File: config.mk
export PLATFORM = sky130hd
export DESIGN_NAME = vga_gc_top
export DESIGN_NICKNAME = d
export VERILOG_FILES = /design/src/source/vga_gc_pkg.sv /design/src/source/vga_data_path.sv /design/src/source/vga_gc_top.sv /design/src/source/vga_io_regs.sv /design/src/source/vga_mem_sequencer.sv
export SDC_FILE = /design/constraint.sdc
export NUM_CORES = 1
export LEC_CHECK = 0
export ABC_CLOCK_PERIOD_IN_PS = 3110
export BUFFER_PORTS_ARGS = -buffer_cell sky130_fd_sc_hd__buf_4
export CAP_MARGIN = 20
export CORE_ASPECT_RATIO = 1.75
export CORE_UTILIZATION = 57
export DETAILED_ROUTE_END_ITERATION = 8
export PLACE_DENSITY_LB_ADDON = 0.25
export SYNTH_ARGS = -nofsm -noshare
export SYNTH_HDL_FRONTEND = slang
export SYNTH_SLANG_ARGS = --single-unit
File: constraint.sdc
create_clock -name clk -period 3.11 [get_ports clk]
set_input_delay 0.1555 -clock clk [delete_from_list [all_inputs] [get_ports clk]]
set_output_delay 0.1555 -clock clk [all_outputs]
set_load 0.005 [all_outputs]
File: src/source/vga_gc_pkg.sv
package vga_gc_pkg;

	//////////////////////////////////////////////////
	// Basic words
	//////////////////////////////////////////////////

	// Four planes of one byte each, plane 0 in the low byte
	typedef logic [31:0] plane_word_t;

	typedef logic [11:0] io_port_t;

	// I/O ports of the sequencer and graphics controller
	localparam io_port_t PORT_SEQ_INDEX = 12'h3C4;
	localparam io_port_t PORT_SEQ_DATA = 12'h3C5;
	localparam io_port_t PORT_GC_INDEX = 12'h3CE;
	localparam io_port_t PORT_GC_DATA = 12'h3CF;

	// Sequencer register indices
	localparam logic [4:0] SEQ_MAP_MASK = 5'h02;
	localparam logic [4:0] SEQ_MEM_MODE = 5'h04;

	// Graphics controller register indices
	localparam logic [4:0] GC_SET_RESET = 5'h00;
	localparam logic [4:0] GC_ENABLE_SR = 5'h01;
	localparam logic [4:0] GC_COLOR_CMP = 5'h02;
	localparam logic [4:0] GC_ROTATE = 5'h03;
	localparam logic [4:0] GC_READ_MAP = 5'h04;
	localparam logic [4:0] GC_MODE = 5'h05;
	localparam logic [4:0] GC_DONT_CARE = 5'h07;
	localparam logic [4:0] GC_BIT_MASK = 5'h08;

	//////////////////////////////////////////////////
	// Control and request records
	//////////////////////////////////////////////////

	typedef struct packed {
		logic planar;
		logic [3:0] plane_enable;
		logic [3:0] set_reset;
		logic [3:0] enable_set_reset;
		logic [3:0] color_compare;
		logic [2:0] rotate;
		logic [1:0] logic_op;
		logic [1:0] read_plane;
		logic [1:0] write_mode;
		logic read_mode;
		logic [3:0] color_dont_care;
		logic [7:0] bit_mask;
	} gc_regs_t;

	// Processor access as captured at acceptance
	typedef struct packed {
		logic [15:0] offset;
		logic [7:0] data;
		logic is_write;
	} cpu_req_t;

	typedef enum logic [1:0] {
		idle,
		read,
		write_read,
		write_store
	} gc_state_t;

endpackage

File: src/source/vga_data_path.sv
`timescale 1ns/1ps

module vga_data_path
	import vga_gc_pkg::*;
(
	input gc_regs_t gc_regs,
	input cpu_req_t req,
	input plane_word_t latch,
	input plane_word_t mem_word,
	output plane_word_t store_word,
	output logic [7:0] read_byte
);

	// One bit per plane spread over that plane's byte
	function automatic plane_word_t expand_planes(input logic [3:0] bits);
		expand_planes = {{8{bits[3]}}, {8{bits[2]}}, {8{bits[1]}}, {8{bits[0]}}};
	endfunction

	logic [15:0] data_twice;
	logic [7:0] rotated;
	plane_word_t byte_word;
	plane_word_t sr_word;
	plane_word_t sr_enable;
	plane_word_t bit_mask_word;
	plane_word_t operand;
	plane_word_t op_mask;
	plane_word_t logic_result;
	plane_word_t plane_mask;
	plane_word_t cmp_word;
	logic [7:0] cmp_byte;

	//////////////////////////////////////////////////
	// Write side
	//////////////////////////////////////////////////

	assign data_twice = {req.data, req.data};
	assign rotated = data_twice[gc_regs.rotate +: 8];

	assign byte_word = {4{rotated}};
	assign sr_word = expand_planes(gc_regs.set_reset);
	assign sr_enable = expand_planes(gc_regs.enable_set_reset);
	assign bit_mask_word = {4{gc_regs.bit_mask}};
	assign plane_mask = expand_planes(gc_regs.plane_enable);

	always_comb
	begin
		op_mask = bit_mask_word;
		case (gc_regs.write_mode)
			2'd0: operand = (sr_word & sr_enable) | (byte_word & ~sr_enable);
			2'd1: operand = latch;
			2'd2: operand = expand_planes(req.data[3:0]);
			default:
			begin
				operand = sr_word;
				op_mask = byte_word & bit_mask_word;
			end
		endcase
	end

	always_comb
	begin
		case (gc_regs.logic_op)
			2'd0: logic_result = (operand & op_mask) | (latch & ~op_mask);
			2'd1: logic_result = (operand | ~op_mask) & latch;
			2'd2: logic_result = (operand & op_mask) | latch;
			default: logic_result = (operand & op_mask) ^ latch;
		endcase
		// Mode 1 is a plain latch copy whatever the logic operation
		if (gc_regs.write_mode == 2'd1)
			logic_result = latch;
	end

	assign store_word = (logic_result & plane_mask) | (mem_word & ~plane_mask);

	//////////////////////////////////////////////////
	// Read side
	//////////////////////////////////////////////////

	// A pixel matches when every cared-for plane equals the compare colour
	assign cmp_word = (mem_word & expand_planes(gc_regs.color_dont_care)) ^
		expand_planes(gc_regs.color_compare & gc_regs.color_dont_care);
	assign cmp_byte = ~(cmp_word[31:24] | cmp_word[23:16] | cmp_word[15:8] | cmp_word[7:0]);

	assign read_byte = gc_regs.read_mode ? cmp_byte :
		mem_word[gc_regs.read_plane * 8 +: 8];

endmodule

File: src/source/vga_gc_top.sv
`timescale 1ns/1ps

module vga_gc_top
	import vga_gc_pkg::*;
#(
	parameter logic [7:0] VRAM_SEGMENT = 8'h0A
)
(
	input logic clk,
	input logic arst_n,
	input logic [23:0] a,
	input logic [7:0] din,
	output logic [7:0] dout,
	input logic mrd_req,
	output logic mrd_ack,
	input logic mwr_req,
	output logic mwr_ack,
	input io_port_t port,
	input logic [15:0] iodin,
	output logic [15:0] iodout,
	input logic iowr_req,
	output logic iowr_ack,
	input logic iord_req,
	output logic iord_ack,
	output logic [23:0] gpu_addr,
	output plane_word_t gpu_dout,
	input plane_word_t gpu_din,
	input logic gpu_rd_ack,
	output logic gpu_rd_req,
	input logic gpu_wr_ack,
	output logic gpu_wr_req,
	output logic ready
);

	gc_regs_t gc_regs;
	cpu_req_t req;
	plane_word_t latch;
	plane_word_t store_word;
	logic [7:0] read_byte;
	logic busy;
	logic mrd_pending;
	logic mwr_pending;
	logic iowr_pending;
	logic iord_pending;

	assign mrd_pending = mrd_req != mrd_ack;
	assign mwr_pending = mwr_req != mwr_ack;
	assign iowr_pending = iowr_req != iowr_ack;
	assign iord_pending = iord_req != iord_ack;

	assign ready = !busy && !iowr_pending && !iord_pending;

	// Processor and I/O requests finish one cycle after they arrive
	always_ff @(posedge clk or negedge arst_n)
	begin
		if (!arst_n)
		begin
			mrd_ack <= 1'b0;
			mwr_ack <= 1'b0;
			iowr_ack <= 1'b0;
			iord_ack <= 1'b0;
		end
		else
		begin
			mrd_ack <= mrd_req;
			mwr_ack <= mwr_req;
			iowr_ack <= iowr_req;
			iord_ack <= iord_req;
		end
	end

	vga_io_regs u_io_regs (
		.clk(clk),
		.arst_n(arst_n),
		.port(port),
		.iodin(iodin),
		.iowr_pending(iowr_pending),
		.iodout(iodout),
		.gc_regs(gc_regs)
	);

	vga_data_path u_data_path (
		.gc_regs(gc_regs),
		.req(req),
		.latch(latch),
		.mem_word(gpu_din),
		.store_word(store_word),
		.read_byte(read_byte)
	);

	vga_mem_sequencer #(
		.VRAM_SEGMENT(VRAM_SEGMENT)
	) u_mem_sequencer (
		.clk(clk),
		.arst_n(arst_n),
		.a(a),
		.din(din),
		.mrd_pending(mrd_pending),
		.mwr_pending(mwr_pending),
		.gc_regs(gc_regs),
		.store_word(store_word),
		.read_byte(read_byte),
		.gpu_din(gpu_din),
		.gpu_rd_ack(gpu_rd_ack),
		.gpu_wr_ack(gpu_wr_ack),
		.req(req),
		.latch(latch),
		.gpu_addr(gpu_addr),
		.gpu_dout(gpu_dout),
		.gpu_rd_req(gpu_rd_req),
		.gpu_wr_req(gpu_wr_req),
		.dout(dout),
		.busy(busy)
	);

endmodule

File: src/source/vga_io_regs.sv
`timescale 1ns/1ps

module vga_io_regs
	import vga_gc_pkg::*;
(
	input logic clk,
	input logic arst_n,
	input io_port_t port,
	input logic [15:0] iodin,
	input logic iowr_pending,
	output logic [15:0] iodout,
	output gc_regs_t gc_regs
);

	logic [4:0] seq_index;
	logic [4:0] gc_index;
	logic [7:0] seq_data;
	logic [7:0] gc_data;

	//////////////////////////////////////////////////
	// Register writes
	//////////////////////////////////////////////////

	always_ff @(posedge clk or negedge arst_n)
	begin
		if (!arst_n)
		begin
			seq_index <= '0;
			gc_index <= '0;
			gc_regs <= '0;
		end
		else if (iowr_pending)
		begin
			case (port)
				PORT_SEQ_INDEX:
					seq_index <= iodin[4:0];
				PORT_SEQ_DATA:
				begin
					if (seq_index == SEQ_MAP_MASK)
						gc_regs.plane_enable <= iodin[3:0];
					// Chain 4 bit clear selects planar addressing
					if (seq_index == SEQ_MEM_MODE)
						gc_regs.planar <= ~iodin[3];
				end
				PORT_GC_INDEX:
					gc_index <= iodin[4:0];
				PORT_GC_DATA:
				begin
					case (gc_index)
						GC_SET_RESET: gc_regs.set_reset <= iodin[3:0];
						GC_ENABLE_SR: gc_regs.enable_set_reset <= iodin[3:0];
						GC_COLOR_CMP: gc_regs.color_compare <= iodin[3:0];
						GC_ROTATE:
						begin
							gc_regs.rotate <= iodin[2:0];
							gc_regs.logic_op <= iodin[4:3];
						end
						GC_READ_MAP: gc_regs.read_plane <= iodin[1:0];
						GC_MODE:
						begin
							gc_regs.write_mode <= iodin[1:0];
							gc_regs.read_mode <= iodin[3];
						end
						GC_DONT_CARE: gc_regs.color_dont_care <= iodin[3:0];
						GC_BIT_MASK: gc_regs.bit_mask <= iodin[7:0];
						default: ;
					endcase
				end
				default: ;
			endcase
		end
	end

	//////////////////////////////////////////////////
	// Read-back
	//////////////////////////////////////////////////

	always_comb
	begin
		case (seq_index)
			SEQ_MAP_MASK: seq_data = {4'h0, gc_regs.plane_enable};
			SEQ_MEM_MODE: seq_data = {4'h0, ~gc_regs.planar, 3'b000};
			default: seq_data = 8'h00;
		endcase
	end

	always_comb
	begin
		case (gc_index)
			GC_SET_RESET: gc_data = {4'h0, gc_regs.set_reset};
			GC_ENABLE_SR: gc_data = {4'h0, gc_regs.enable_set_reset};
			GC_COLOR_CMP: gc_data = {4'h0, gc_regs.color_compare};
			GC_ROTATE: gc_data = {3'b000, gc_regs.logic_op, gc_regs.rotate};
			GC_READ_MAP: gc_data = {6'b000000, gc_regs.read_plane};
			GC_MODE: gc_data = {4'h0, gc_regs.read_mode, 1'b0, gc_regs.write_mode};
			GC_DONT_CARE: gc_data = {4'h0, gc_regs.color_dont_care};
			GC_BIT_MASK: gc_data = gc_regs.bit_mask;
			default: gc_data = 8'h00;
		endcase
	end

	// Other ports keep the last value
	always_ff @(posedge clk or negedge arst_n)
	begin
		if (!arst_n)
			iodout <= '0;
		else
		begin
			case (port)
				PORT_SEQ_INDEX: iodout <= {11'h000, seq_index};
				PORT_SEQ_DATA: iodout <= {8'h00, seq_data};
				PORT_GC_INDEX: iodout <= {11'h000, gc_index};
				PORT_GC_DATA: iodout <= {8'h00, gc_data};
				default: ;
			endcase
		end
	end

endmodule

File: src/source/vga_mem_sequencer.sv
`timescale 1ns/1ps

module vga_mem_sequencer
	import vga_gc_pkg::*;
#(
	parameter logic [7:0] VRAM_SEGMENT = 8'h0A
)
(
	input logic clk,
	input logic arst_n,
	input logic [23:0] a,
	input logic [7:0] din,
	input logic mrd_pending,
	input logic mwr_pending,
	input gc_regs_t gc_regs,
	input plane_word_t store_word,
	input logic [7:0] read_byte,
	input plane_word_t gpu_din,
	input logic gpu_rd_ack,
	input logic gpu_wr_ack,
	output cpu_req_t req,
	output plane_word_t latch,
	output logic [23:0] gpu_addr,
	output plane_word_t gpu_dout,
	output logic gpu_rd_req,
	output logic gpu_wr_req,
	output logic [7:0] dout,
	output logic busy
);

	localparam logic [23:0] VRAM_BASE = 24'hA0000;

	gc_state_t state;
	logic seg_hit;
	logic accept;
	logic rd_done;
	logic wr_done;
	logic mem_word_valid;

	assign seg_hit = (a[23:16] == VRAM_SEGMENT) && gc_regs.planar;
	assign accept = (state == idle) && seg_hit && (mrd_pending || mwr_pending);

	assign rd_done = gpu_rd_ack == gpu_rd_req;
	assign wr_done = gpu_wr_ack == gpu_wr_req;

	// Memory word on gpu_din is good on this edge
	assign mem_word_valid = ((state == read) || (state == write_read)) && rd_done;

	assign busy = state != idle;

	// Each plane byte sits in its own lane of a 32-bit word
	assign gpu_addr = VRAM_BASE + {6'b000000, req.offset, 2'b00};

	//////////////////////////////////////////////////
	// FSM and memory toggles
	//////////////////////////////////////////////////

	always_ff @(posedge clk or negedge arst_n)
	begin
		if (!arst_n)
		begin
			state <= idle;
			gpu_rd_req <= 1'b0;
			gpu_wr_req <= 1'b0;
		end
		else
		begin
			case (state)
				idle:
					if (accept)
					begin
						gpu_rd_req <= ~gpu_rd_req;
						// Reads win over writes
						state <= mrd_pending ? read : write_read;
					end
				read:
					if (rd_done)
						state <= idle;
				write_read:
					if (rd_done)
					begin
						gpu_wr_req <= ~gpu_wr_req;
						state <= write_store;
					end
				write_store:
					if (wr_done)
						state <= idle;
				default:
					state <= idle;
			endcase
		end
	end

	//////////////////////////////////////////////////
	// Request capture, latch and data
	//////////////////////////////////////////////////

	always_ff @(posedge clk)
	begin
		if (accept)
		begin
			req.offset <= a[15:0];
			req.data <= din;
			req.is_write <= ~mrd_pending;
		end
		if (mem_word_valid)
			latch <= gpu_din;
		// Store word still sees the old latch here
		if (mem_word_valid && req.is_write)
			gpu_dout <= store_word;
		if (mem_word_valid && !req.is_write)
			dout <= read_byte;
	end

endmodule
Word-level counts from Yosys, hierarchy flattened

Index checks and enable logic that the tools add are counted.

Register bits after elaboration: 170
Latch bits: 0
Memory bits (writable): 0
Bits in read-only memories: 0
Input bits: 100
Output and inout port bits: 87
Word-level logic and storage cells: 141
Memories: 0

$add $sub $neg: 1
Multipliers: 0
Div/mod/pow operators: 0
$lt $le $gt $ge: 0
Eq/ne operators: 31
Shift operators: 2
Mux-type cells: 14
Bitwise gates (word level): 29
Reductions and logical operators: 36

Operators by type and width:

| kind                                             | number |
|---|---|
| AND 32 bit                                       | 9 |
| case mux 32 bit (3 select lines)                 | 2 |
| OR 32 bit                                        | 5 |
| inverter 32 bit                                  | 3 |
| two-way mux 32 bit                               | 2 |
| case mux 16 bit (4 select lines)                 | 1 |
| case mux 8 bit (8 select lines)                  | 1 |
| bitwise XOR 32 bit                               | 2 |
| == test 12 x 10 -> 1 bit (second input constant) | 4 |
| variable part select 32 x 6 -> 8 bit             | 1 |
| AND reduction 3 bit                              | 10 |
| OR 8 bit                                         | 3 |
| adder 20 x 18 -> 21 bit (first input constant)   | 1 |
| == test 5 x 3 -> 1 bit (second input constant)   | 4 |
| variable part select 16 x 4 -> 8 bit             | 1 |
| == test 5 x 2 -> 1 bit (second input constant)   | 3 |
| two-way mux 2 bit                                | 5 |
| == test 2 bit (second input constant)            | 4 |
| == test 8 x 4 -> 1 bit (second input constant)   | 1 |
| logical AND 1 bit                                | 8 |
| two-way mux 8 bit                                | 1 |
| != test 2 x 1 -> 1 bit (second input constant)   | 4 |
| inverter 8 bit                                   | 1 |
| case mux 2 bit (4 select lines)                  | 1 |
| 17 further kinds                                 | 36 |

Longest topological paths before layout

Word-level depth: 10
Mapped depth: 10
Gate-level depth less buffers: 7

Modules after synthesis

Synthesis repeated with hierarchy kept, for this count alone.

Cells, all modules: 1130
Area, all modules: 10993.0 µm²

By module, submodules not included:

| module            | instances | cells each | area an instance (µm²) | seq. area each (µm²) |
|---|---|---|---|---|
| vga_data_path     | 1         | 708        | 4342.9                 | 0.0 |
| vga_mem_sequencer | 1         | 160        | 3447.1                 | 3012.9 |
| vga_io_regs       | 1         | 253        | 3057.9                 | 1426.4 |
| vga_gc_top        | 1         | 9          | 145.1                  | 100.1 |

Worst setup path before layout

OpenSTA, ideal clock, no wires.

Path type: register -> register
Start: reg u_mem_sequencer.gpu_rd_req
End: reg u_mem_sequencer.dout[0], enable pin
Arrival: 2.034 ns
Data required time: 2.737 ns
Slack: 0.703 ns
Stages on the path, launching flop included: 4
Path buffers: 0
Clock period less this slack: 2.407 ns
Cell sequence: dfrtp_1 xnor2_1 and2_1 nor2b_1

Longest elaborated chain between the ends: 3

RTL lines:

| item                               | line                     | RTL |
|---|---|---|
| start, declared                    | vga_mem_sequencer.sv:25  | `output logic gpu_rd_req,` |
| start signal, assigned             | vga_mem_sequencer.sv:72  | `gpu_rd_req <= ~gpu_rd_req;` |
| == test 1 bit                      | vga_mem_sequencer.sv:43  | `assign rd_done = gpu_rd_ack == gpu_rd_req;` |
| logical AND 1 bit                  | vga_mem_sequencer.sv:47  | `assign mem_word_valid = ((state == read) \|\| (state == write_read)) && rd_done;` |
| via u_mem_sequencer.mem_word_valid | vga_mem_sequencer.sv:38  | `logic mem_word_valid;` |
| logical AND 1 bit                  | vga_mem_sequencer.sv:111 | `if (mem_word_valid && !req.is_write)` |
| end signal, assigned               | vga_mem_sequencer.sv:112 | `dout <= read_byte;` |
| end, declared                      | vga_mem_sequencer.sv:27  | `output logic [7:0] dout,` |

The timed path passes the listed nets, and every way through them passes these cells.
A chain may end at the register's enable or synchronous reset.

Worst setup path after layout

Start: reg u_io_regs.gc_regs[14] (netlist name)
End: reg u_mem_sequencer.gpu_dout[29] (data pin)

Longest elaborated chain between the ends: 10
Elaborated cells between the ends (all ways): 18

RTL lines:

| item                                    | line                                     | RTL |
|---|---|---|
| == test 2 bit (tied with other cells)   | vga_data_path.sv:48                      | `case (gc_regs.write_mode)` |
| OR reduction 3 bit (no line)            | n/a                                      |  |
| two-way mux 32 bit                      | vga_data_path.sv:48                      |  |
| inverter 32 bit                         | vga_data_path.sv:63, vga_data_path.sv:64 |  |
| OR 32 bit or AND 32 bit (tied branches) | vga_data_path.sv:64, vga_data_path.sv:63 |  |
| AND 32 bit or OR 32 bit (tied branches) | vga_data_path.sv:64, vga_data_path.sv:63 |  |
| case mux 32 bit (3 select lines)        | vga_data_path.sv:62                      | `case (gc_regs.logic_op)` |
| two-way mux 32 bit (*)                  | vga_data_path.sv:69                      | `if (gc_regs.write_mode == 2'd1)` |
| AND 32 bit (*)                          | vga_data_path.sv:73                      | `assign store_word = (logic_result & plane_mask) \| (mem_word & ~plane_mask);` |
| OR 32 bit (*)                           | vga_data_path.sv:73                      |  |
| via store_word[29]                      | vga_gc_top.sv:38                         | `plane_word_t store_word;` |
| end signal, assigned                    | vga_mem_sequencer.sv:110                 | `gpu_dout <= store_word;` |
| end, declared                           | vga_mem_sequencer.sv:24                  | `output plane_word_t gpu_dout,` |

The timed path passes the listed nets; every way through them passes the cells marked *.

==> results.json <==
{
  "synth-main-ff-cell": "edfxtp_1",
  "grtUsageMet3_pct": 7.09,
  "clk_pin_slew_worst_paths_ps": 60,
  "gr-max-usage-layer": "met2",
  "p_leak_nw": 5.45,
  "grtUsageTotal_pct": 36.4,
  "tightest_slew_ps": 1070,
  "switching_share_pct": 28.0,
  "grtUsageMet1_pct": 38.4,
  "grt_pass1_vias": 9766,
  "seqPwrFrac_pct": 45.8,
  "yosys.cell_count.top_type": "edfxtp_1",
  "min_period_ps": 2930,
  "p_int_mw": 4.48,
  "synthTopCellsByCount": "edfxtp_1, a21oi_1, nand2_1",
  "post-route-period-util_pct": 94.1,
  "timing.slew.headroom_pct": 28.9,
  "dr.first_iter.drc_count": 1028,
  "netlist_area_um2": 10800,
  "area_delta_synth_final_pct": 24.3,
  "wire_per_inst_um": 23.0,
  "n_antenna_cell": 0,
  "r2r_end": "u_mem_sequencer.gpu_dout[29]",
  "yosys_warnings": 0,
  "antenna_found_initial": 0,
  "core_um2": 18500,
  "synthArstFlopShare_pct": 40.1,
  "maxSlewViolCount": 0,
  "met2_usage_pct": 62.8,
  "ctsResizeCount": 0,
  "critical_path.startpoint": "u_io_regs.gc_regs[14]",
  "drc": 0,
  "arrival_ps": 3110,
  "p_comb_share_pct": 18.8,
  "ys_top_cells_by_area": "edfxtp_1, dfrtp_1, mux2_2, mux4_2, a21oi_1",
  "critPathKind": "reg -> reg",
  "grt_overflow": 0,
  "port_buffers": 163,
  "htree_levels": 4,
  "switchingPower_mw": 1.74,
  "skew_ps": 12.6,
  "worstHoldStart": "iodin[0]",
  "hp-class": "in -> reg",
  "avgSynthCellArea_um2": 10.3,
  "hold_viol": 0,
  "die_y_um": 184,
  "grt_start_max_net_pins": 66,
  "synth_edf_count": 97,
  "cts_tree": "built",
  "ioPinCount": 187,
  "placed_area_um2": 12100,
  "synth_area_leader_cell": "edfxtp_1",
  "dr.pass1.iters": 5,
  "syn_inst": 1045,
  "clkPwrFrac_pct": 35.4,
  "r2r_setup_slack_ps": 180,
  "cts_sinks": 162,
  "final_area_um2": 13400,
  "die_w_um": 106,
  "outcome": "finished, final reports clean",
  "drv_cap": 0,
  "peakVddDrop_v": 0.000493,
  "synth_top_area_share_pct": 27.1,
  "rsz0062_at_grt": "no",
  "final_antenna_net_count": 0,
  "endpoint_kind": "flop",
  "rr_startpoint": "u_io_regs.gc_regs[14]",
  "avgViaCountPerCell": 6.56,
  "drive_gt1_share_pct": 27.9,
  "crit_end": "u_mem_sequencer.gpu_dout[29]",
  "r2r_cells": 6,
  "tns_ps": 0,
  "dpl.hpwl_um": 24100,
  "max_freq_ghz": 0.342,
  "cellPowerDensity_nw_per_um2": 465,
  "post_cts_buffers": 0,
  "start_util_pct": 58.2,
  "row_count": 66,
  "ys_ff_latch": 162,
  "dieArea_um2": 19500,
  "cp-start-kind": "flop",
  "vias": 9834,
  "cts_buffer_depth": 2,
  "cts_hold_buffers": 66,
  "clk_latency_ps": 450,
  "cts_buffers": 17,
  "cp.required_ps": 3290,
  "grt_pass1_wl_um": 52600,
  "drt_wl_total_um": 34500,
  "final_nets": 1352,
  "setup_viol": 0,
  "cts-root-buf": "clkbuf_16",
  "crit_path_max_fanout": 24,
  "seq_area_frac_synth_pct": 42.2,
  "place.gp.congestion": 0.970,
  "synth_cell_types": 79
}
==> sequential cells by signal, summed over array words and instances, names as in the netlist, 5 cells and up <==
| signal | flops |
|---|---|
| u_mem_sequencer.req | 25 |
| u_io_regs.gc_regs | 39 |
| u_io_regs.seq_index | 5 |
| u_mem_sequencer.latch | 32 |
| u_io_regs.iodout | 8 |
| u_mem_sequencer.gpu_dout | 32 |
| u_io_regs.gc_index | 5 |
| u_mem_sequencer.dout | 8 |
==> worst max-delay path, stage by stage (launching register included) <==
cell and delay [ps]:
dfrtp_1 630, nor2b_1 930, nor2_1 340, nand2_1 360, o21ai_0 180, nand3_1 130
o211ai_2 90
==> metrics by stage <==
step	instances	power (mW)	utilization (%)	setup WS [ps]	hold slack (ps)
2_1_floorplan	1058	3.46	-	703	-140
3_3_place_gp	1401	3.94	65.4	301	281
3_5_place_dp	1401	3.97	65.4	263	281
4_1_cts	1499	6.21	72.3	249	43.5
5_1_grt	1499	6.45	72.3	25.0	48.8
6_report	1499	6.22	72.3	183	51.6
==> layout by cell type, fill, tap and decap left out, drive strengths merged, types with 9 or more instances in the layout <==
| master | instances |
|---|---|
| buf | 199 |
| edfxtp | 97 |
| a21oi | 79 |
| nand2 | 66 |
| dlygate4sd3 | 66 |
| dfrtp | 65 |
| o21ai | 60 |
| mux2 | 60 |
| nor2 | 48 |
| xor2 | 33 |
| nand3 | 30 |
| inv | 28 |
| a22oi | 27 |
| nand2b | 27 |
| o211ai | 22 |
| mux4 | 20 |
| o21a | 20 |
| nor2b | 19 |
| clkbuf | 18 |
| and3 | 17 |
| or2 | 16 |
| a31oi | 16 |
| conb | 15 |
| mux2i | 14 |
| o22ai | 13 |
| a221oi | 13 |
| nor3 | 12 |
| o221ai | 10 |
| nand3b | 10 |
| and2 | 9 |
| a211oi | 9 |
==> final cells by class <==
type	count	area, um2
Tap cell	238	298
Clock buffer	18	429
Fill cell	1423	5130
Sequential cell	162	4540
Timing Repair Buffer	265	2170
Inverter	28	105
Clock inverter	14	179
Multi-Input combinational cell	774	5650
==> worst min-delay path by stage <==
stage,endpoint,slack [ps],depth (start not counted)
3_5_place_dp,iowr_ack,280,1
5_1_grt,u_io_regs.gc_regs[34],50,3
4_1_cts,u_io_regs.gc_regs[34],40,3
6_report,u_io_regs.gc_regs[34],50,3
3_3_place_gp,iowr_ack,280,1
2_1_floorplan,iord_ack,-140,0
==> power groups by stage <==
| stage | registers (mW) | logic (mW) | clock network [mW] |
|---|---|---|---|
| floorplan | 2.83 | 0.627 | 0 |
| global placement | 2.87 | 1.07 | 0 |
| detailed placement | 2.88 | 1.09 | 0 |
| CTS | 2.84 | 1.16 | 2.21 |
| global route | 2.87 | 1.28 | 2.30 |
| finish | 2.85 | 1.17 | 2.20 |
==> layer usage <==
layer | wire (um) | up-vias
met5 | 0 | -
met3 | 2770 | 190
li1 | - | 4348
met1 | 11500 | 4692
met2 | 17500 | 604
met4 | 2760 | 0
==> cell families after synthesis <==
family	Yosys count	share of synthesized area [%]
AO/OA/AOI/OAI	329	21.5
AND/OR/NAND/NOR	291	14.8
flip-flops	162	42.2
buffers and inverters	122	5.71
multiplexers	94	11.9
XOR/XNOR	41	3.34
adder cells (fa/ha/maj)	4	0.465
other	2	0.0698
No activity file was read; power rests on OpenSTA's default activity.
